$ cat config.mk
export PLATFORM = sky130hd
export DESIGN_NAME = wh_lane
export DESIGN_NICKNAME = d
export VERILOG_FILES = /design/src/design/gat_pkg.sv /design/src/design/wh_lane.sv
export SDC_FILE = /design/constraint.sdc
export NUM_CORES = 1
export LEC_CHECK = 0
export BUFFER_PORTS_ARGS = -buffer_cell sky130_fd_sc_hd__buf_4
export CORE_ASPECT_RATIO = 0.9
export CORE_UTILIZATION = 36
export CTS_CLUSTER_DIAMETER = 80
export DETAILED_ROUTE_END_ITERATION = 6
export SYNTH_ARGS = -nofsm -noshare
export SYNTH_HDL_FRONTEND = slang
export SYNTH_SLANG_ARGS = --single-unit
$ cat constraint.sdc
create_clock -name clk -period 10.35 [get_ports clk]
set_input_delay 2.07 -clock clk [delete_from_list [all_inputs] [get_ports clk]]
set_output_delay 2.07 -clock clk [all_outputs]
set_load 0.02 [all_outputs]
$ cat src/design/gat_pkg.sv
`default_nettype none

package gat_pkg;

  // Layer sizes
  localparam int NUM_FEAT_IN  = 4;
  localparam int NUM_FEAT_OUT = 4;
  localparam int DATA_W       = 8;
  localparam int WH_W         = 18;
  localparam int SCORE_W      = 28;
  localparam int TAG_W        = 12;

  // Configuration address map, weights first then attention vector
  localparam int CFG_ADDR_W = 5;
  localparam int A_BASE     = 16;
  localparam int A_LEN      = 2 * NUM_FEAT_OUT;

  localparam int ROW_W   = $clog2(NUM_FEAT_IN);
  localparam int COL_W   = $clog2(NUM_FEAT_OUT);
  localparam int A_IDX_W = $clog2(A_LEN);

  typedef enum logic [1:0] {
    CFG_WEIGHT,
    CFG_ATTN,
    CFG_NONE
  } cfg_op_e;

  typedef struct packed {
    logic [TAG_W-1:0]                    tag;
    logic [NUM_FEAT_IN-1:0][DATA_W-1:0]  feat;
  } node_in_t;

  typedef struct packed {
    logic [CFG_ADDR_W-1:0] addr;
    logic [DATA_W-1:0]     data;
  } cfg_wr_t;

  typedef struct packed {
    logic              we;
    logic [ROW_W-1:0]  row;
    logic [DATA_W-1:0] data;
  } lane_wr_t;

  typedef struct packed {
    logic               en;
    logic [A_IDX_W-1:0] idx;
    logic [DATA_W-1:0]  data;
  } attn_wr_t;

  typedef struct packed {
    logic [TAG_W-1:0]                    tag;
    logic [NUM_FEAT_OUT-1:0][WH_W-1:0]   wh;
    logic [SCORE_W-1:0]                  score_src;
    logic [SCORE_W-1:0]                  score_dst;
  } node_out_t;

endpackage

`default_nettype wire

$ cat src/design/wh_lane.sv
`timescale 1ns/1ps
`default_nettype none

module wh_lane (
  input  wire                               clk,
  input  wire                               rst_n,
  input  wire                               advance_i,
  input  wire gat_pkg::node_in_t            node_i,
  input  wire                               valid_i,
  input  wire gat_pkg::lane_wr_t            wr_i,
  output logic signed [gat_pkg::WH_W-1:0]   wh_o
);
  import gat_pkg::*;

  logic [NUM_FEAT_IN-1:0][DATA_W-1:0] w_col;
  logic signed [WH_W-1:0]             mac;
  logic signed [WH_W-1:0]             wh_q;

  // One column of W, one entry per input feature
  always_ff @(posedge clk or negedge rst_n) begin
    if (!rst_n) begin
      w_col <= '0;
    end else if (wr_i.we) begin
      w_col[wr_i.row] <= wr_i.data;
    end
  end

  // Full width signed sum, cannot overflow
  always_comb begin
    mac = '0;
    for (int i = 0; i < NUM_FEAT_IN; i++) begin
      mac = mac + $signed(node_i.feat[i]) * $signed(w_col[i]);
    end
  end

  always_ff @(posedge clk) begin
    if (advance_i && valid_i) begin
      wh_q <= mac;
    end
  end

  assign wh_o = wh_q;

endmodule

`default_nettype wire

# Word-level counts from Yosys, hierarchy flattened

Cells that the tools add are included.
W data, S select, Z words.

Output and inout port bits: 18
Bits in registers: 50
Input port bits: 59

Reductions and logical operators: 2
Multiplexer cells: 3
Multipliers: 4
Magnitude comparators: 2
Add/sub/neg operators: 3

Operator list:

| cell                 | count |
|---|---|
| $mul A8 B8 Y16       | 4 |
| $bwmux W32           | 1 |
| $add A17 B16 Y18     | 1 |
| $add A18 B16 Y18     | 1 |
| $add A16 B16 Y17     | 1 |
| $demux W8 S2         | 1 |
| $mux W8              | 1 |
| $lt A2 B3 Y1 const B | 1 |
| $ge A2 B1 Y1 const B | 1 |
| $logic_and A1 B1 Y1  | 2 |

# Longest topological paths before layout

Word-level depth: 5
Depth in mapped cells: 23
Depth with buffers taken out: 23

# Worst setup path before layout

OpenSTA, ideal clock, no wires.

Path type: input to register
Start point: in node_i[31] (netlist name)
End point: reg wh_q[16], in the netlist wh_o[16] (data pin)
Stages: 20
Slack: 2.400 ns
Buffers on the path: 0
Arrival time: 7.669 ns
Cells stage by stage: nand2_1 fa_1 inv_1 fa_1 inv_1 fa_1 inv_1 fa_1 fa_1 fa_1 fa_1 inv_1 fa_1 inv_1 ha_1 o21a_1 nor2_1 a211oi_1 a311oi_1 o311ai_0

Word-level cells in the longest chain between the ends: 2

RTL lines:

| what                 | RTL line      | RTL |
|---|---|---|
| from (decl)          | wh_lane.sv:8  | `input wire gat_pkg::node_in_t node_i,` |
| $mul A8 B8 Y16       | wh_lane.sv:32 | `mac = mac + $signed(node_i.feat[i]) * $signed(w_col[i]);` |
| $add A18 B16 Y18     | wh_lane.sv:32 |  |
| net mac[16]          | wh_lane.sv:16 | `logic signed [WH_W-1:0] mac;` |
| to (signal assigned) | wh_lane.sv:38 | `wh_q <= mac;` |
| to (decl)            | wh_lane.sv:17 | `logic signed [WH_W-1:0] wh_q;` |

The timed path passes the listed nets, and every way through them passes these cells.
A chain may end at the register's enable or synchronous reset.

# Worst setup path after layout

Same ends and word-level chain as after synthesis.

==> flow_results.org <==
** Clock network
- Buffers from clock root to sink, at most :: 2
- Clock latency on the worst-skew pair, taken at its later pin, is 310 ps.
- The clock drives 50 sinks.
- CTS tree :: done
- Post-cts hold buffer count :: 0
- Clock slew at the register clock pins of the worst setup and hold paths :: 80 ps
- Post-CTS resize count :: 0
- Buffers inserted during post-CTS setup optimization :: 0
- In this run, CTS created clock tree buffers numbering 5.
- In this run the clock root is driven by a clkbuf_16.
- The clock tree synthesis step divided the H-tree into 2 levels.

** Detailed routing
- The final layout contains routed wiring with a total length of 27300 um.
- Dividing the detail-routed via count by the number of cells gives 4.53.
- Before antenna repair, the detailed router went through 5 iterations.
- Remaining DRCs :: 0
- Starting DRT DRC Count :: approximately 260
- In this run the remaining antenna-violating nets after routing total 0.
- Detailed routing inserted a total of 7978 vias.
- In the final routed layout, each cell accounts on average for 15.5 um.

** Critical path
- In this run the worst path has a maximum fanout of 8.
- In this run the worst setup path begins at node_i[31].
- The worst setup path is of the in -> reg kind.
- Launching element type of the critical path :: input port
- Kind of end point of the critical path :: flip-flop
- For the worst setup path, the data arrival time is 8340 ps.
- For flop-to-flop paths, the worst setup slack is 3370 ps.
- In this run the worst setup path terminates at wh_o[16].
- For the worst setup path, the data required time is between 10000 and 15000 ps.
- RR Startpoint :: w_col[25]
- Register-to-Register Path Depth :: 20
- The worst register-to-register path ends at wh_o[16].

** Floorplan
- 77 I/O pins were placed.
- Core box area :: 35000 um2
- Starting Density :: 0.365
- The floorplan step defined a die boundary enclosing roughly 36000 um2.
- Cell row count :: between 60 and 70
- The die is 200 um wide.
- Measured along the y axis, the die boundary spans approximately 180 um.

** STA
- Final worst-path cycle share :: 0.802
- Total count of max-transition violations in the final report :: 0
- The final count of hold timing violations came to 0.
- Worst clock skew :: ~8.8 ps
- Setup violations remaining at the end of the flow were counted as 0.
- Unrepaired setup endpoints after global routing :: no
- For the finished layout, the period the worst path requires is slightly above 8000 ps.
- Setup total negative slack on the finished layout was measured at 0 ps.
- Pin slew with the least headroom to its limit :: 827 ps
- For this run, the top clock speed supported by timing is 120 MHz.
- Max-slew headroom at the worst pin :: 0.447
- On the final layout, the worst hold slack is 737 ps.

** Finish
- Leaving out fill and tap cells, the most frequent cells in the layout are 373 x inv_1, 318 x fa_1, 150 x and2_1.
- P&R area growth vs syn :: 9.45%
- 0 antenna diodes ended up in the layout.
- Most common cell after layout, fill and taps aside :: inv_1
- # nets final :: ~1800
- In the final layout, the share of cells above drive strength 1 is 0.0821.

** Placed design
- The congestion estimate from routability-driven global placement came to ~0.83.
- After legalization and detailed placement, the total HPWL measured 24900 um.
- During placement, the flow inserted port buffers numbering 64.

** Flow run
- Across the run, the number of max-cap violations was 0.

** Synthesis
- Syn avg cell area :: between 10 and 15 um2
- Number of register bits inferred by synthesis :: 50
- For this run, the register share of the synthesized area comes to 0.105.
- Synthesis handed over a netlist of 1226 instances.
- For this run, the number of Yosys warnings is 0.
- Cell Area, Synth :: 12800 um2
- Total nets after synthesis :: 1700
- Library cells used by synthesis :: 36

** Status
- The run finished with clean final reports.

** Global routing
- The first global-routing pass estimated 47300 um of wire.
- Vias in the first global route :: approximately 9000
- Total Routing Usage GR :: 0.167
- Entering global routing, the biggest net connects 33 pins.
- Initial antenna violation count :: 0
- Global-route congestion overflow total :: 0

** Min path
- Path class of the lowest-slack min-delay path :: reg -> reg
- Worst hold path depth :: 1
critical path, cell delays in order:
cell and delay [ps]:
buf_4 150, nand2_1 100, fa_1 710, inv_1 140, fa_1 690, inv_1 120, fa_1 490, inv_1 50
fa_1 480, fa_1 600, fa_1 470, fa_1 490, inv_1 50, fa_1 470, inv_1 40, ha_1 350
o21a_1 150, nor2_1 240, a211oi_1 80, a311oi_1 250, o311ai_0 170
worst min path at each step:
stage               from   endpoint  slack (ps)
5_1_grt         w_col[8]   w_col[8]         780
3_5_place_dp   w_col[14]  w_col[14]         720
6_report       w_col[14]  w_col[14]         740
3_3_place_gp   w_col[22]  w_col[22]         710
2_1_floorplan   w_col[1]   w_col[1]         570
4_1_cts        w_col[14]  w_col[14]         740
sequential cells by signal (all words and copies together) (netlist names):
| signal | cells |
|---|---|
| wh_o | 18 |
| w_col | 32 |
logic make-up after synthesis:
logic type / share of synthesized area
AO/OA/AOI/OAI: 0.0223
XOR/XNOR: 0.0209
multiplexers: 0.0281
AND/OR/NAND/NOR: 0.118
flip-flops: 0.105
adder cells (fa/ha/maj): 0.594
buffers and inverters: 0.112
routing by layer:
layer	vias to the layer above	global-route usage	wire length (um)
met5	-	0	0
met4	0	0.0321	350
met3	18	0.0141	835
met2	114	0.281	13700
met1	4176	0.236	12500
li1	3670	-	-
synthesized netlist by cell type:
cell / count / area (um2)
xnor3_1: 1 / 22.5
inv_1: 373 / 1400
o221ai_1: 1 / 8.76
xnor2_2: 1 / 16.3
a21oi_1: 8 / 40.0
nand4_1: 1 / 6.26
a311oi_1: 2 / 17.5
a32oi_1: 1 / 8.76
nand3b_1: 3 / 22.5
xnor2_1: 21 / 184
clkbuf_1: 7 / 26.3
nand2b_1: 12 / 75.1
edfxtp_1: 18 / 541
nor3b_2: 1 / 12.5
ha_1: 97 / 1210
and3_1: 1 / 6.26
nor2_1: 14 / 52.6
mux2i_1: 1 / 10.0
a211oi_1: 4 / 30.0
mux2_2: 31 / 349
o21a_1: 1 / 7.51
a21oi_2: 1 / 8.76
nor3_1: 4 / 20.0
o21bai_1: 4 / 30.0
a21o_1: 7 / 52.6
o311ai_0: 1 / 8.76
a31oi_1: 1 / 6.26
a32o_1: 1 / 10.0
dfrtp_1: 32 / 801
nor2b_1: 10 / 62.6
and2_1: 150 / 938
o21ai_0: 11 / 55.1
nand3_1: 2 / 10.0
fa_1: 318 / 6370
xor2_1: 5 / 43.8
nand2_1: 80 / 300
metrics by stage:
step | cell area (um2) | cells | util | worst slack [ps]
finish | 14000 | 1760 | 0.399 | 2050
global route | 14000 | 1760 | 0.399 | 1680
CTS | 14000 | 1760 | 0.399 | 2040
detailed placement | 13800 | 1752 | 0.395 | 1720
global placement | 13800 | 1752 | 0.395 | 1760
floorplan | 12800 | 1226 | - | 2400
area by class of cell:
| class | instances | area, um2 |
|---|---|---|
| Clock buffer | 5 | 125 |
| Clock inverter | 3 | 40.0 |
| Fill cell | 3476 | 21000 |
| Inverter | 373 | 1400 |
| Multi-Input combinational cell | 796 | 10000 |
| Sequential cell | 50 | 1340 |
| Tap cell | 469 | 587 |
| Timing Repair Buffer | 64 | 480 |
Power is left out: the tool's default activity adds up to more than one toggle a clock period on the data nets, which glitch-free logic cannot reach.
