<file path="src/design/gat_pkg.sv">
`default_nettype none

package gat_pkg;

  // Layer sizes
  localparam int NUM_FEAT_IN  = 4;
  localparam int NUM_FEAT_OUT = 4;
  localparam int DATA_W       = 8;
  localparam int WH_W         = 18;
  localparam int SCORE_W      = 28;
  localparam int TAG_W        = 12;

  // Configuration address map, weights first then attention vector
  localparam int CFG_ADDR_W = 5;
  localparam int A_BASE     = 16;
  localparam int A_LEN      = 2 * NUM_FEAT_OUT;

  localparam int ROW_W   = $clog2(NUM_FEAT_IN);
  localparam int COL_W   = $clog2(NUM_FEAT_OUT);
  localparam int A_IDX_W = $clog2(A_LEN);

  typedef enum logic [1:0] {
    CFG_WEIGHT,
    CFG_ATTN,
    CFG_NONE
  } cfg_op_e;

  typedef struct packed {
    logic [TAG_W-1:0]                    tag;
    logic [NUM_FEAT_IN-1:0][DATA_W-1:0]  feat;
  } node_in_t;

  typedef struct packed {
    logic [CFG_ADDR_W-1:0] addr;
    logic [DATA_W-1:0]     data;
  } cfg_wr_t;

  typedef struct packed {
    logic              we;
    logic [ROW_W-1:0]  row;
    logic [DATA_W-1:0] data;
  } lane_wr_t;

  typedef struct packed {
    logic               en;
    logic [A_IDX_W-1:0] idx;
    logic [DATA_W-1:0]  data;
  } attn_wr_t;

  typedef struct packed {
    logic [TAG_W-1:0]                    tag;
    logic [NUM_FEAT_OUT-1:0][WH_W-1:0]   wh;
    logic [SCORE_W-1:0]                  score_src;
    logic [SCORE_W-1:0]                  score_dst;
  } node_out_t;

endpackage

`default_nettype wire

</file>
<file path="src/design/node_dispatcher.sv">
`timescale 1ns/1ps
`default_nettype none

module node_dispatcher (
  input  wire                                           clk,
  input  wire                                           rst_n,
  input  wire                                           in_valid_i,
  input  wire gat_pkg::node_in_t                        in_node_i,
  output logic                                          in_ready_o,
  input  wire                                           advance_i,
  input  wire                                           cfg_we_i,
  input  wire gat_pkg::cfg_wr_t                         cfg_i,
  output gat_pkg::node_in_t                             node_o,
  output logic                                          node_valid_o,
  output gat_pkg::lane_wr_t [gat_pkg::NUM_FEAT_OUT-1:0] lane_wr_o,
  output gat_pkg::attn_wr_t                             attn_wr_o,
  output logic [gat_pkg::TAG_W-1:0]                     tag_o,
  output logic                                          tag_valid_o
);
  import gat_pkg::*;

  cfg_op_e          cfg_op;
  logic [ROW_W-1:0] cfg_row;
  logic [COL_W-1:0] cfg_col;
  node_in_t         node_q;
  logic             node_valid_q;
  logic [TAG_W-1:0] tag_q;
  logic             tag_valid_q;

  // Whole pipeline moves together
  assign in_ready_o = advance_i;

  always_comb begin
    if (!cfg_we_i) begin
      cfg_op = CFG_NONE;
    end else if (cfg_i.addr < CFG_ADDR_W'(A_BASE)) begin
      cfg_op = CFG_WEIGHT;
    end else if (cfg_i.addr < CFG_ADDR_W'(A_BASE + A_LEN)) begin
      cfg_op = CFG_ATTN;
    end else begin
      cfg_op = CFG_NONE;
    end
  end

  // Weight address is row * NUM_FEAT_OUT + column
  assign cfg_row = ROW_W'(cfg_i.addr / NUM_FEAT_OUT);
  assign cfg_col = COL_W'(cfg_i.addr % NUM_FEAT_OUT);

  always_comb begin
    for (int k = 0; k < NUM_FEAT_OUT; k++) begin
      lane_wr_o[k].we   = (cfg_op == CFG_WEIGHT) && (cfg_col == COL_W'(k));
      lane_wr_o[k].row  = cfg_row;
      lane_wr_o[k].data = cfg_i.data;
    end
    attn_wr_o.en   = (cfg_op == CFG_ATTN);
    attn_wr_o.idx  = A_IDX_W'(cfg_i.addr - CFG_ADDR_W'(A_BASE));
    attn_wr_o.data = cfg_i.data;
  end

  always_ff @(posedge clk or negedge rst_n) begin
    if (!rst_n) begin
      node_valid_q <= 1'b0;
      tag_valid_q  <= 1'b0;
    end else if (advance_i) begin
      node_valid_q <= in_valid_i;
      tag_valid_q  <= node_valid_q;
    end
  end

  // Tag copy lines up with the lane result register
  always_ff @(posedge clk) begin
    if (advance_i && in_valid_i) begin
      node_q <= in_node_i;
    end
    if (advance_i && node_valid_q) begin
      tag_q <= node_q.tag;
    end
  end

  assign node_o       = node_q;
  assign node_valid_o = node_valid_q;
  assign tag_o        = tag_q;
  assign tag_valid_o  = tag_valid_q;

endmodule

`default_nettype wire

</file>
<file path="config.mk">
export PLATFORM = sky130hd
export DESIGN_NAME = node_dispatcher
export DESIGN_NICKNAME = d
export VERILOG_FILES = /design/src/design/gat_pkg.sv /design/src/design/node_dispatcher.sv
export SDC_FILE = /design/constraint.sdc
export NUM_CORES = 1
export LEC_CHECK = 0
export BUFFER_PORTS_ARGS = -buffer_cell sky130_fd_sc_hd__buf_2
export CAP_MARGIN = 20
export CORE_AREA = 10 10 97 99
export DETAILED_ROUTE_END_ITERATION = 8
export DIE_AREA = 0 0 107 109
export PLACE_DENSITY = 0.67
export SETUP_SLACK_MARGIN = 0.05
export SLEW_MARGIN = 10
export SYNTH_ARGS = -nofsm -noshare
export SYNTH_HDL_FRONTEND = slang
export SYNTH_SLANG_ARGS = --single-unit
</file>
<file path="constraint.sdc">
create_clock -name clk -period 2 [get_ports clk]
set_input_delay 0.4 -clock clk [delete_from_list [all_inputs] [get_ports clk]]
set_output_delay 0.4 -clock clk [all_outputs]
set_load 0.01 [all_outputs]
</file>
== Yosys cells after proc, flatten, opt, wreduce, memory -nomap -nowiden ==
Cells that the tools add are included.

* Input bits: 62
* Register bits: 58
* Output and inout port bits: 115
* Logic and storage cells: 26

* Reduce and logical (&&, ||, !) cells: 8
* Muxes and demuxes: 3
* Magnitude comparators: 2
* Add/subtract/negate cells: 1
* Equal/unequal tests: 4

{| class="wikitable"
|+ Operators with widths
! operator !! count
|-
| $lt A5 B5 Y1 const B || 2
|-
| $logic_and A1 B1 Y1 || 6
|-
| $mux W2 || 3
|-
| $eq A2 B1 Y1 const B || 2
|-
| $eq A2 B2 Y1 const B || 2
|-
| $logic_not A2 Y1 || 2
|-
| $sub A3 B1 Y3 const B || 1
|}

== Depth between registers and ports, before layout ==
* Depth after elaboration: 6
* Mapped depth: 1
* Gate-level depth less buffers: 1

== Least setup slack after synthesis ==
OpenSTA, ideal clock, no wires.

* Path kind: input to register
* Start point: input port in_valid_i
* End point: register node_q (netlist bit node_o[0]), enable pin
* Buffers on the path: 0
* Cell stages on the path: 1
* Required time: 1.594 ns
* Library setup time: 0.406 ns
* Path slack: 0.134 ns
* Arrival: 1.461 ns
* Path through: and2_1

* Longest elaborated chain between the ends: 1

{| class="wikitable"
|+ Ends and longest elaborated chain
! element !! line !! source
|-
| start, declared || node_dispatcher.sv:7 || <nowiki>input wire in_valid_i,</nowiki>
|-
| $logic_and A1 B1 Y1 || node_dispatcher.sv:72 || <nowiki>if (advance_i && in_valid_i) begin</nowiki>
|-
| end signal, assigned || node_dispatcher.sv:73 || <nowiki>node_q <= in_node_i;</nowiki>
|-
| end, declared || node_dispatcher.sv:25 || <nowiki>node_in_t node_q;</nowiki>
|}

Every way passes these cells.
A chain may end at the register's enable or synchronous reset.

==> impl_metrics.env <==
export IMPL_slew_of_the_pin_with_the_lowest_slew_margin_ps=524
export IMPL_htree_levels=3
export IMPL_worstPathCellList="buf_2 > nor4b_1 > buf_2"
export IMPL_drt_vias_per_instance=3.84
export IMPL_netlist_area_um2=2210
export IMPL_worst_ep_required_time_ps=1600
export IMPL_critPathArrivalTime_ps=1070
export IMPL_vias=1182
export IMPL_die_width_um=107
export IMPL_min_period_over_period_pct=73.3
export IMPL_synth_area_leaders="edfxtp_1, buf_4, dfrtp_1"
export IMPL_average_cell_area_after_synthesis_um2=18.6
export IMPL_grt_antenna_before_repair=0
export IMPL_detail_route_iter0_violations=30
export IMPL_gpl_final_weighted_congestion=0.705
export IMPL_overflow=0
export IMPL_share_seq_of_total_power_pct=54.6
export IMPL_worst_ir_drop_vdd_mv=0.290
export IMPL_register_area_um2=1730
export IMPL_wire_length_of_the_first_global_routing_pass_mm=7.34
export IMPL_drt_wl_total_mm=5.16
export IMPL_area_growth_pct=25.1
export IMPL_p_sw_uw=560
export IMPL_status="complete, no violations"
export IMPL_sw_frac_of_total_pct=21.1
export IMPL_detailed_place_area_um2=2580
export IMPL_cts_sinks=58
export IMPL_crit_fanout=5
export IMPL_fp_dieArea_um2=11700
export IMPL_clock_latency_ps=330
export IMPL_dpl_worst_slack_ps=483
export IMPL_layout_min_cycle_time_ps=1470
export IMPL_cp_top_family="simple AND/OR/NAND/NOR gates"
export IMPL_io_buffers=122
export IMPL_post_synth_inst_count=119
export IMPL_unrepaired_setup_endpoints_after_global_routing="no"
export IMPL_wire_per_inst_um=16.8
export IMPL_cp_slowest_stage_delay_ps=350
export IMPL_power_uw=2650
export IMPL_placement_rows=32
export IMPL_floorplan_core_area_um2=7530
export IMPL_synth_nets=181
export IMPL_drt_drc_violations_left=0
export IMPL_critical_path_slowest_cell="nor4b_1"
export IMPL_critPathMostFrequentCell="buf_2"
export IMPL_seq_area_frac_synth_pct=78.4
export IMPL_holdCritPathClass="input pin to flop"
export IMPL_grt_start_max_net_pins=34
export IMPL_drive_above_1_share_pct=68.0
export IMPL_cap_violations=0
export IMPL_comb_power_share_pct=8.9
export IMPL_hold_ws_ps=247
export IMPL_synth_seq_cells=58
export IMPL_num_antenna_cells=0
export IMPL_drt_antenna_violating_nets=0
export IMPL_synth_cell_types=9
export IMPL_clock_root_buffer="clkbuf_8"
export IMPL_yosys_warnings=0
export IMPL_static_leakage_power_uw=0.00118
export IMPL_design_area_um2=2760
export IMPL_routed_wl_met3_um=601
export IMPL_layout_commonest_cell="buf_2"
export IMPL_met2RoutedLength_mm=2.61
export IMPL_top_level_ports=177
export IMPL_fin_worst_skew_ps=5.69
export IMPL_dieHeight_um=109
export IMPL_yosysTopAreaCellShare_pct=76.1
export IMPL_clkPwrFrac_pct=36.4
export IMPL_critical_path_source_type="input pin"
export IMPL_area_taken_by_multi_input_logic_gates_um2=88.8
export IMPL_detailedPlacementHpwl_mm=4.24
export IMPL_first_pass_iters=4
export IMPL_final_setup_worst_slack_ps=534
export IMPL_wirelength_met1_mm=1.75
export IMPL_crit_path_buffers_inverters=2
export IMPL_max_freq_mhz=682
export IMPL_cellPowerDensity_nw_per_um2=960
export IMPL_top_signal_layer_used="met4"
export IMPL_setup_worst_path_end_class="output pin"
export IMPL_layout_common_cells="buf_2, edfxtp_1, clkbuf_8"
export IMPL_drv_slew=0
export IMPL_maxSlewHeadroom_pct=65.1
export IMPL_setup_tns_final_ps=0
export IMPL_clk_path_buf_depth=2
export IMPL_filler_cell_count=735
export IMPL_p_int_uw=2090
export IMPL_hold_viol=0
export IMPL_final_nets=264
export IMPL_initial_core_util_pct=29.4
export IMPL_gr_usage_all_layers_pct=8.65
export IMPL_synth_largest_area_cell="edfxtp_1"
export IMPL_first_global_vias=1348
export IMPL_path_clk_slew_ps=60
export IMPL_critPathKind="input pin to output pin"
export IMPL_cts_buffers=9
export IMPL_clock_tree_from_tritoncts="built"
export IMPL_report_final_setup_viol=0
export IMPL_postCtsResizedCells=0
==> power groups by stage <==
stage	Clock, uW	Sequential, uW	Combinational [uW]
final	966	1450	237
after floorplan	0	1520	136
after CTS	1010	1450	244
after global routing	1070	1460	257
after global placement	0	1470	236
after detailed placement	0	1480	242
==> metal layers <==
layer  track usage [%]  vias to the layer above
li1                  -                      545
met1              7.14                      536
met2              14.5                       88
met3              4.60                       13
met4              8.41                        0
met5                 0                        -
==> Yosys cell counts <==
library cell / n
mux2_2: 2
and4bb_2: 2
and4b_1: 1
edfxtp_1: 56
nor4b_1: 1
and3b_1: 1
dfrtp_1: 2
and2_1: 2
buf_4: 52
==> cell families (layout without fill, tap and decap cells) <==
| group | count (synthesis) | in the layout | synth area share, % |
|---|---|---|---|
| flops | 58 | 58 | 78.4 |
| mux | 2 | 2 | 1.02 |
| simple gates | 7 | 7 | 2.94 |
| buf+inv | 52 | 139 | 17.7 |
==> flip-flops by register name (all words and copies together) (netlist names) <==
signal	cells
node_o	44
tag_o	12
node_valid_o	1
tag_valid_o	1
==> path summary, 6_finish.rpt <==
path / from / to / slack (ps) / cells after the start
worst min register to register: node_o[37] / tag_o[5] / 450 / 0
min in group asynchronous: rst_n / node_valid_o / 390 / 2
worst min-delay path: in_node_i[4] / node_o[4] / 250 / 1
worst max register to register: node_valid_o / tag_o[10] / 790 / 1
max in group asynchronous: rst_n / tag_valid_o / 1510 / 2
worst max-delay path: cfg_i[9] / lane_wr_o[10] / 530 / 3
==> per-stage QoR <==
stage	util (%)	cells
after floorplan	-	119
after global routing	36.7	308
after CTS	36.7	308
after detailed placement	34.3	292
final	36.7	308
after global placement	34.3	292
==> area by class of cell <==
| cell class | instances | share of cell area [%] |
|---|---|---|
| Sequential cell | 58 | 62.7 |
| Timing Repair Buffer | 124 | 23.2 |
| Clock buffer | 11 | 4.75 |
| Tap cell | 102 | 4.62 |
| Multi-Input combinational cell | 9 | 3.21 |
| Clock inverter | 4 | 1.58 |
==> repair_timing <==
| action | 4_1_cts | 5_1_grt |
|---|---|---|
| hold endpoints to repair | 2 | 0 |
| buffers inserted | 0 | 0 |
| hold buffers | 1 | 0 |
No activity file was read; power rests on OpenSTA's default activity.
