==> src/design/gat_pkg.sv <==
`default_nettype none

package gat_pkg;

  // Layer sizes
  localparam int NUM_FEAT_IN  = 4;
  localparam int NUM_FEAT_OUT = 4;
  localparam int DATA_W       = 8;
  localparam int WH_W         = 18;
  localparam int SCORE_W      = 28;
  localparam int TAG_W        = 12;

  // Configuration address map, weights first then attention vector
  localparam int CFG_ADDR_W = 5;
  localparam int A_BASE     = 16;
  localparam int A_LEN      = 2 * NUM_FEAT_OUT;

  localparam int ROW_W   = $clog2(NUM_FEAT_IN);
  localparam int COL_W   = $clog2(NUM_FEAT_OUT);
  localparam int A_IDX_W = $clog2(A_LEN);

  typedef enum logic [1:0] {
    CFG_WEIGHT,
    CFG_ATTN,
    CFG_NONE
  } cfg_op_e;

  typedef struct packed {
    logic [TAG_W-1:0]                    tag;
    logic [NUM_FEAT_IN-1:0][DATA_W-1:0]  feat;
  } node_in_t;

  typedef struct packed {
    logic [CFG_ADDR_W-1:0] addr;
    logic [DATA_W-1:0]     data;
  } cfg_wr_t;

  typedef struct packed {
    logic              we;
    logic [ROW_W-1:0]  row;
    logic [DATA_W-1:0] data;
  } lane_wr_t;

  typedef struct packed {
    logic               en;
    logic [A_IDX_W-1:0] idx;
    logic [DATA_W-1:0]  data;
  } attn_wr_t;

  typedef struct packed {
    logic [TAG_W-1:0]                    tag;
    logic [NUM_FEAT_OUT-1:0][WH_W-1:0]   wh;
    logic [SCORE_W-1:0]                  score_src;
    logic [SCORE_W-1:0]                  score_dst;
  } node_out_t;

endpackage

`default_nettype wire

==> src/design/attn_scorer.sv <==
`timescale 1ns/1ps
`default_nettype none

module attn_scorer (
  input  wire                                                clk,
  input  wire                                                rst_n,
  input  wire [gat_pkg::NUM_FEAT_OUT-1:0][gat_pkg::WH_W-1:0] wh_i,
  input  wire [gat_pkg::TAG_W-1:0]                           tag_i,
  input  wire                                                valid_i,
  input  wire gat_pkg::attn_wr_t                             attn_wr_i,
  input  wire                                                out_ready_i,
  output logic                                               out_valid_o,
  output gat_pkg::node_out_t                                 out_node_o,
  output logic                                               advance_o
);
  import gat_pkg::*;

  logic [A_LEN-1:0][DATA_W-1:0] a_vec;
  logic signed [SCORE_W-1:0]    score_src;
  logic signed [SCORE_W-1:0]    score_dst;
  logic                         out_valid_q;
  node_out_t                    out_node_q;

  // Attention vector, source half then destination half
  always_ff @(posedge clk or negedge rst_n) begin
    if (!rst_n) begin
      a_vec <= '0;
    end else if (attn_wr_i.en) begin
      a_vec[attn_wr_i.idx] <= attn_wr_i.data;
    end
  end

  always_comb begin
    score_src = '0;
    score_dst = '0;
    for (int k = 0; k < NUM_FEAT_OUT; k++) begin
      score_src = score_src + $signed(a_vec[k]) * $signed(wh_i[k]);
      score_dst = score_dst + $signed(a_vec[NUM_FEAT_OUT + k]) * $signed(wh_i[k]);
    end
  end

  // Output slot free or being drained this cycle
  assign advance_o = !out_valid_q || out_ready_i;

  always_ff @(posedge clk or negedge rst_n) begin
    if (!rst_n) begin
      out_valid_q <= 1'b0;
    end else if (advance_o) begin
      out_valid_q <= valid_i;
    end
  end

  always_ff @(posedge clk) begin
    if (advance_o && valid_i) begin
      out_node_q.tag       <= tag_i;
      out_node_q.wh        <= wh_i;
      out_node_q.score_src <= score_src;
      out_node_q.score_dst <= score_dst;
    end
  end

  assign out_valid_o = out_valid_q;
  assign out_node_o  = out_node_q;

endmodule

`default_nettype wire

==> config.mk <==
export PLATFORM = sky130hd
export DESIGN_NAME = attn_scorer
export DESIGN_NICKNAME = d
export VERILOG_FILES = /design/src/design/gat_pkg.sv /design/src/design/attn_scorer.sv
export SDC_FILE = /design/constraint.sdc
export NUM_CORES = 2
export LEC_CHECK = 0
export BUFFER_PORTS_ARGS = -buffer_cell sky130_fd_sc_hd__buf_2
export CAP_MARGIN = 20
export CORE_MARGIN = 1.5
export CORE_UTILIZATION = 59
export DETAILED_ROUTE_END_ITERATION = 16
export GPL_ROUTABILITY_DRIVEN = 0
export PLACE_DENSITY_LB_ADDON = 0.25
export SLEW_MARGIN = 20
export SYNTH_ARGS = -nofsm -noshare
export SYNTH_HDL_FRONTEND = slang
export SYNTH_SLANG_ARGS = --single-unit
==> constraint.sdc <==
create_clock -name clk -period 6.98 [get_ports clk]
set_input_delay 0.349 -clock clk [delete_from_list [all_inputs] [get_ports clk]]
set_output_delay 0.349 -clock clk [all_outputs]
set_load 0.005 [all_outputs]
# Word level (Yosys, flattened, before mapping)
# Index checks and enable logic that the tools add are counted.
# word_totals
ff_bits,205
in_bits,100
# classes
add_sub_neg,6
multipliers,8
order_cmp,2
mux,3
reduce_logical,4
# op_table
op,count
multiplier 8 x 18 -> 26 bit,8
bitwise mux 64 bit,1
adder 27 x 26 -> 28 bit,2
adder 28 x 26 -> 28 bit,2
adder 26 x 26 -> 27 bit,2
demux 8 bit (select 3 bit),1
2-to-1 mux 8 bit,1
less-than comparator 3 x 4 -> 1 bit (second input constant),1
greater-or-equal comparator 3 x 1 -> 1 bit (second input constant),1
logical AND 1 bit,2
zero test 1 bit,1
logical OR 1 bit,1

# Longest topological paths before layout
# logic_depth
ltp_word,5
mapped_depth,27
depth_no_buf,25

# Worst setup path after synthesis
# No wires, ideal clock.
# synth_path
kind,register to register
from,register a_vec[2] (netlist bit)
to,"register out_node_q, in the netlist out_node_o[49], data pin"
setup_ns,0.266
arrival_time_ns,6.708
t_required_ns,6.714
path_slack_ns,0.006
path_stages_with_launch,25
path_buffers,2
path_cell_list,dfrtp_1 -> clkbuf_1 -> buf_1 -> nand2_1 -> fa_1 -> fa_1 -> inv_1 -> fa_1 -> inv_1 -> fa_1 -> fa_1 -> inv_1 -> fa_1 -> inv_1 -> fa_1 -> fa_1 -> inv_1 -> ha_1 -> a21oi_1 -> o21ai_1 -> o21a_1 -> a211oi_4 -> o21a_1 -> nor3_1 -> or3b_1
# synth_via
elab_chain_len,4
# synth_rtl
item,line,source
start: declaration,attn_scorer.sv:18,logic [A_LEN-1:0][DATA_W-1:0] a_vec;
start signal: indexed assignment,attn_scorer.sv:29,a_vec[attn_wr_i.idx] <= attn_wr_i.data;
multiplier 8 x 18 -> 26 bit,attn_scorer.sv:37,score_src = score_src + $signed(a_vec[k]) * $signed(wh_i[k]);
adder 26 x 26 -> 27 bit,attn_scorer.sv:37,
adder 27 x 26 -> 28 bit,attn_scorer.sv:37,
adder 28 x 26 -> 28 bit,attn_scorer.sv:37,
via score_src[21],attn_scorer.sv:19,logic signed [SCORE_W-1:0] score_src;
end: declaration,attn_scorer.sv:22,node_out_t out_node_q;
# The timed path passes the listed nets, and every way through them passes these cells.
# A chain may end at the register's enable or synchronous reset.

# Worst setup path in the final report
# layout_path
from,register a_vec[29] (netlist bit)
to,"register out_node_q, in the netlist out_node_o[49], data pin"
# layout_via
elab_chain_len,2
# layout_rtl
item,line
multiplier 8 x 18 -> 26 bit,attn_scorer.sv:37
adder 28 x 26 -> 28 bit,attn_scorer.sv:37
via score_src[21],attn_scorer.sv:19
# The timed path passes the listed nets, and every way through them passes these cells.

==> results.tsv <==
stage	metric	value	unit
worst_setup_path	CP max-delay cell	fa_1	
detailed_routing	DR top layer	met5	
timing	Layout Skew	26.2	ps
global_route	GRT overflow	0	
timing	Max Slew Vio Count	0	
synth	Syn Area/Cell	10.2	um2
placement	PortBufs	241	
worst_setup_path	max incr delay on CP	600	ps
detailed_routing	Initial DRT Pass Iterations	6	
timing	Final period util	100	%
synth	distinct cell type count after synthesis	61	
layout	non-filler cells, final	6420	
clock_tree	CTS tree	done	
worst_setup_path	CP Launch Type	flop	
synth	Synth Net Count	6316	
synth	cell accounting for the most synthesized area	fa_1	
detailed_routing	routed len/inst	19.5	um
worst_setup_path	crit path capture type	flop	
detailed_routing	Routed WL	125	mm
floorplanning	area of the core	80500	um2
global_route	vias in the first global route	37600	
global_route	Total GRT Usage	32.0	%
worst_setup_path	Worst EP required	7340	ps
floorplanning	chip width	288	um
synth	register area share after synthesis	12.1	%
synth	Seq cells post-synth	205	
synth	Yosys top cell area share	51.5	%
timing	Peak Freq	0.143	GHz
worst_setup_path	Data arrival, critical path	7340	ps
detailed_routing	wire length on met3	9.23	mm
timing	final hold violation count	0	
status	failing checks	setup timing	
detailed_routing	drt via density	5.27	
worst_setup_path	flop2flop setup slack	-8	ps
floorplanning	total I/O pin count	242	
floorplanning	die height	288	um
hold_path	Worst Hold Class	input port to flop	
placement	Inst Count DP	6271	
detailed_routing	DRC	0	
timing	Tmin final	6990	ps
worst_setup_path	Setup Crit Path Kind	flop to flop	
worst_setup_path	CP Max Fanout	7	
clock_tree	CTS H-tree lvls	1	
detailed_routing	detailed router's first-iteration violation count	1979	
global_route	largest net degree at the start of global routing	88	
synth	Synth Warn #	0	
timing	RSZ-0062 raised after global routing	true	
detailed_routing	via count	33800	
clock_tree	total clock buffers created by CTS	28	
timing	worst setup margin	-8.17	ps
worst_setup_path	worst path cell trace	buf_12 > and2_1 > fa_1 > fa_1 > inv_2 > fa_1 > inv_2 > fa_1 > fa_1 > fa_1 > fa_1 > inv_1 > fa_1 > inv_2 > ha_4 > buf_6 > nand4_1 > buf_4 > nor2_4 > a211oi_4 > buf_6 > o21a_1 > o2111ai_1 > or3b_1	
floorplanning	die area	83100	um2
status	status	finished with violations	
floorplanning	# rows	104	
placement	hpwl dp	103	mm
timing	measured slew at the worst slew-check pin	978	ps
detailed_routing	Final ANT Viol Nets	0	
clock_tree	Clock Latency Late Sink	620	ps
timing	final setup fails	1	
synth	EDFF count, synth	140	
global_route	initial antenna violation count	3	
synth	main flop type after synthesis	edfxtp_1	
timing	Slew Limit Headroom	34.8	%
worst_setup_path	CP dominant cell by count	fa_1	
synth	Post-synth ARST share	31.7	%
clock_tree	CTS root buf	clkbuf_16	
global_route	global-route wire length before repair	202	mm
synth	mapped cell area	48000	um2
clock_tree	worst-case clock buffer depth	3	
layout	Area growth, synth to finish	17.5	%
synth	Cells after Synth	4726	
clock_tree	clock slew at reported path FFs	70	ps
run	max cap viols	0	
detailed_routing	Met2 Wirelength	61.8	mm
detailed_routing	met1 wire length	47.7	mm
floorplanning	Initial Utilization	59.6	%
clock_tree	clock sink count	205	
synth	Area contributors post-synth	fa_1, inv_1, edfxtp_1	
layout	fraction of layout cells with a size suffix above 1	20.0	%
layout	Final Net Count	6926	
routing by layer:
layer / track usage [%] / vias up
met5: 0 / -
met4: 14.4 / 2
met3: 4.28 / 300
met2: 52.8 / 1353
met1: 42.6 / 17500
li1: - / 14700
logic make-up after synthesis:
| logic type | Yosys count | share of synthesized area [%] |
|---|---|---|
| buffers and inverters | 1510 | 11.8 |
| muxes | 61 | 1.43 |
| AOI/OAI and AO/OA | 139 | 2.01 |
| and+or+nand+nor | 1248 | 13.1 |
| adders and majority gates | 1490 | 58.2 |
| xor gates and xnor gates | 73 | 1.33 |
| DFF | 205 | 12.1 |
cells in the final DEF (no fill, tap or decap), types with 7 or more instances in the layout:
| master | count |
|---|---|
| mux2_2 | 61 |
| xor2_1 | 17 |
| o21ai_2 | 8 |
| buf_6 | 28 |
| nor2_1 | 55 |
| ha_4 | 22 |
| and2_4 | 8 |
| dlygate4sd3_1 | 15 |
| dfrtp_1 | 18 |
| nand2_2 | 7 |
| dfrtp_2 | 47 |
| a21oi_1 | 21 |
| xnor2_1 | 52 |
| inv_2 | 34 |
| buf_4 | 417 |
| and2_1 | 474 |
| inv_1 | 1298 |
| edfxtp_1 | 140 |
| fa_2 | 35 |
| clkbuf_1 | 7 |
| nand2_1 | 545 |
| o21ai_0 | 19 |
| a21o_1 | 15 |
| nor2b_1 | 38 |
| clkbuf_16 | 34 |
| ha_1 | 229 |
| a21oi_2 | 10 |
| fa_1 | 1201 |
| buf_12 | 53 |
| nand2b_1 | 79 |
| buf_2 | 241 |
metrics by stage:
| stage | setup WS, ps | hold slack, ps | TNS [ps] | area (um2) | util (%) |
|---|---|---|---|---|---|
| floorplan | 5.96 | 53.4 | 0 | 48000 | - |
| global placement | -294 | 515 | -3020 | 53700 | 66.6 |
| detailed placement | -349 | 527 | -4970 | 53700 | 66.6 |
| CTS | -9.74 | 5.88 | -9.74 | 55600 | 69.0 |
| global route | -202 | 47.3 | -1440 | 56400 | 70.1 |
| finish | -8.17 | 31.5 | -8.17 | 56400 | 70.1 |
critical path, delay by kind of cell, from the launching register on:
family / cells / cell delay, ps
adders and majority gates: 9 / 4350
and+or+nand+nor: 4 / 770
DFF: 1 / 460
buffers and inverters: 8 / 760
AOI/OAI and AO/OA: 3 / 420
flip-flops by register name, summed over array words and instances, names as in the netlist:
name / count
a_vec: 64
out_node_o: 140
out_valid_o: 1
final timing paths:
path	start	endpoint	depth (start not counted)
max	a_vec[29]	out_node_o[49]	24
min	out_ready_i	out_valid_o	3
max reg2reg	a_vec[29]	out_node_o[49]	24
min reg2reg	out_valid_o	out_valid_o	2
max in group asynchronous	rst_n	a_vec[3]	3
min in group asynchronous	rst_n	out_valid_o	3
cells in the mapped netlist (2+ instances only):
| library cell | count |
|---|---|
| nor3b_2 | 2 |
| a41oi_1 | 2 |
| nand4b_1 | 4 |
| a31oi_1 | 5 |
| nand3_1 | 7 |
| a211oi_1 | 5 |
| o311ai_0 | 2 |
| ha_1 | 254 |
| buf_1 | 5 |
| or2_2 | 2 |
| mux2_2 | 61 |
| a21o_1 | 15 |
| nand2_1 | 552 |
| xor2_1 | 17 |
| nor3_1 | 8 |
| o21ai_1 | 3 |
| inv_1 | 1333 |
| o31ai_2 | 2 |
| fa_1 | 1236 |
| nor3_2 | 2 |
| xnor2_1 | 56 |
| o21bai_1 | 5 |
| nand2b_1 | 79 |
| a211o_1 | 2 |
| nor2b_1 | 40 |
| edfxtp_1 | 140 |
| and2_1 | 484 |
| o211ai_1 | 2 |
| o221ai_1 | 4 |
| nor2_1 | 57 |
| o21a_1 | 7 |
| nand4_1 | 6 |
| a21boi_0 | 3 |
| clkbuf_1 | 171 |
| dfrtp_1 | 65 |
| a21oi_1 | 35 |
| o21ai_0 | 28 |
| a31o_2 | 2 |
area by class of cell:
cell class	count	area, um2
diodes	4	10.0
clock buffers	40	841
clock inverters	10	153
fillers	5982	24100
inverters	1333	5010
multi-input cells	3011	37300
flip-flops and latches	205	5890
well taps	1060	1330
repair buffers	756	5910
repair inverters	1	7.51
what timing repair did:
| action | 4_1_cts | 5_1_grt |
|---|---|---|
| hold buffers | 15 | 0 |
| pin swaps | 84 | 145 |
| endpoints found under the setup margin | 20 | 24 |
| buffers inserted | 50 | 30 |
| endpoints found under the hold margin | 61 | 0 |
| cloned | 1 | 2 |
| gates resized for setup | 113 | 155 |
Power is left out: the tool's default activity adds up to more than one toggle a clock period on the data nets, which glitch-free logic cannot reach.
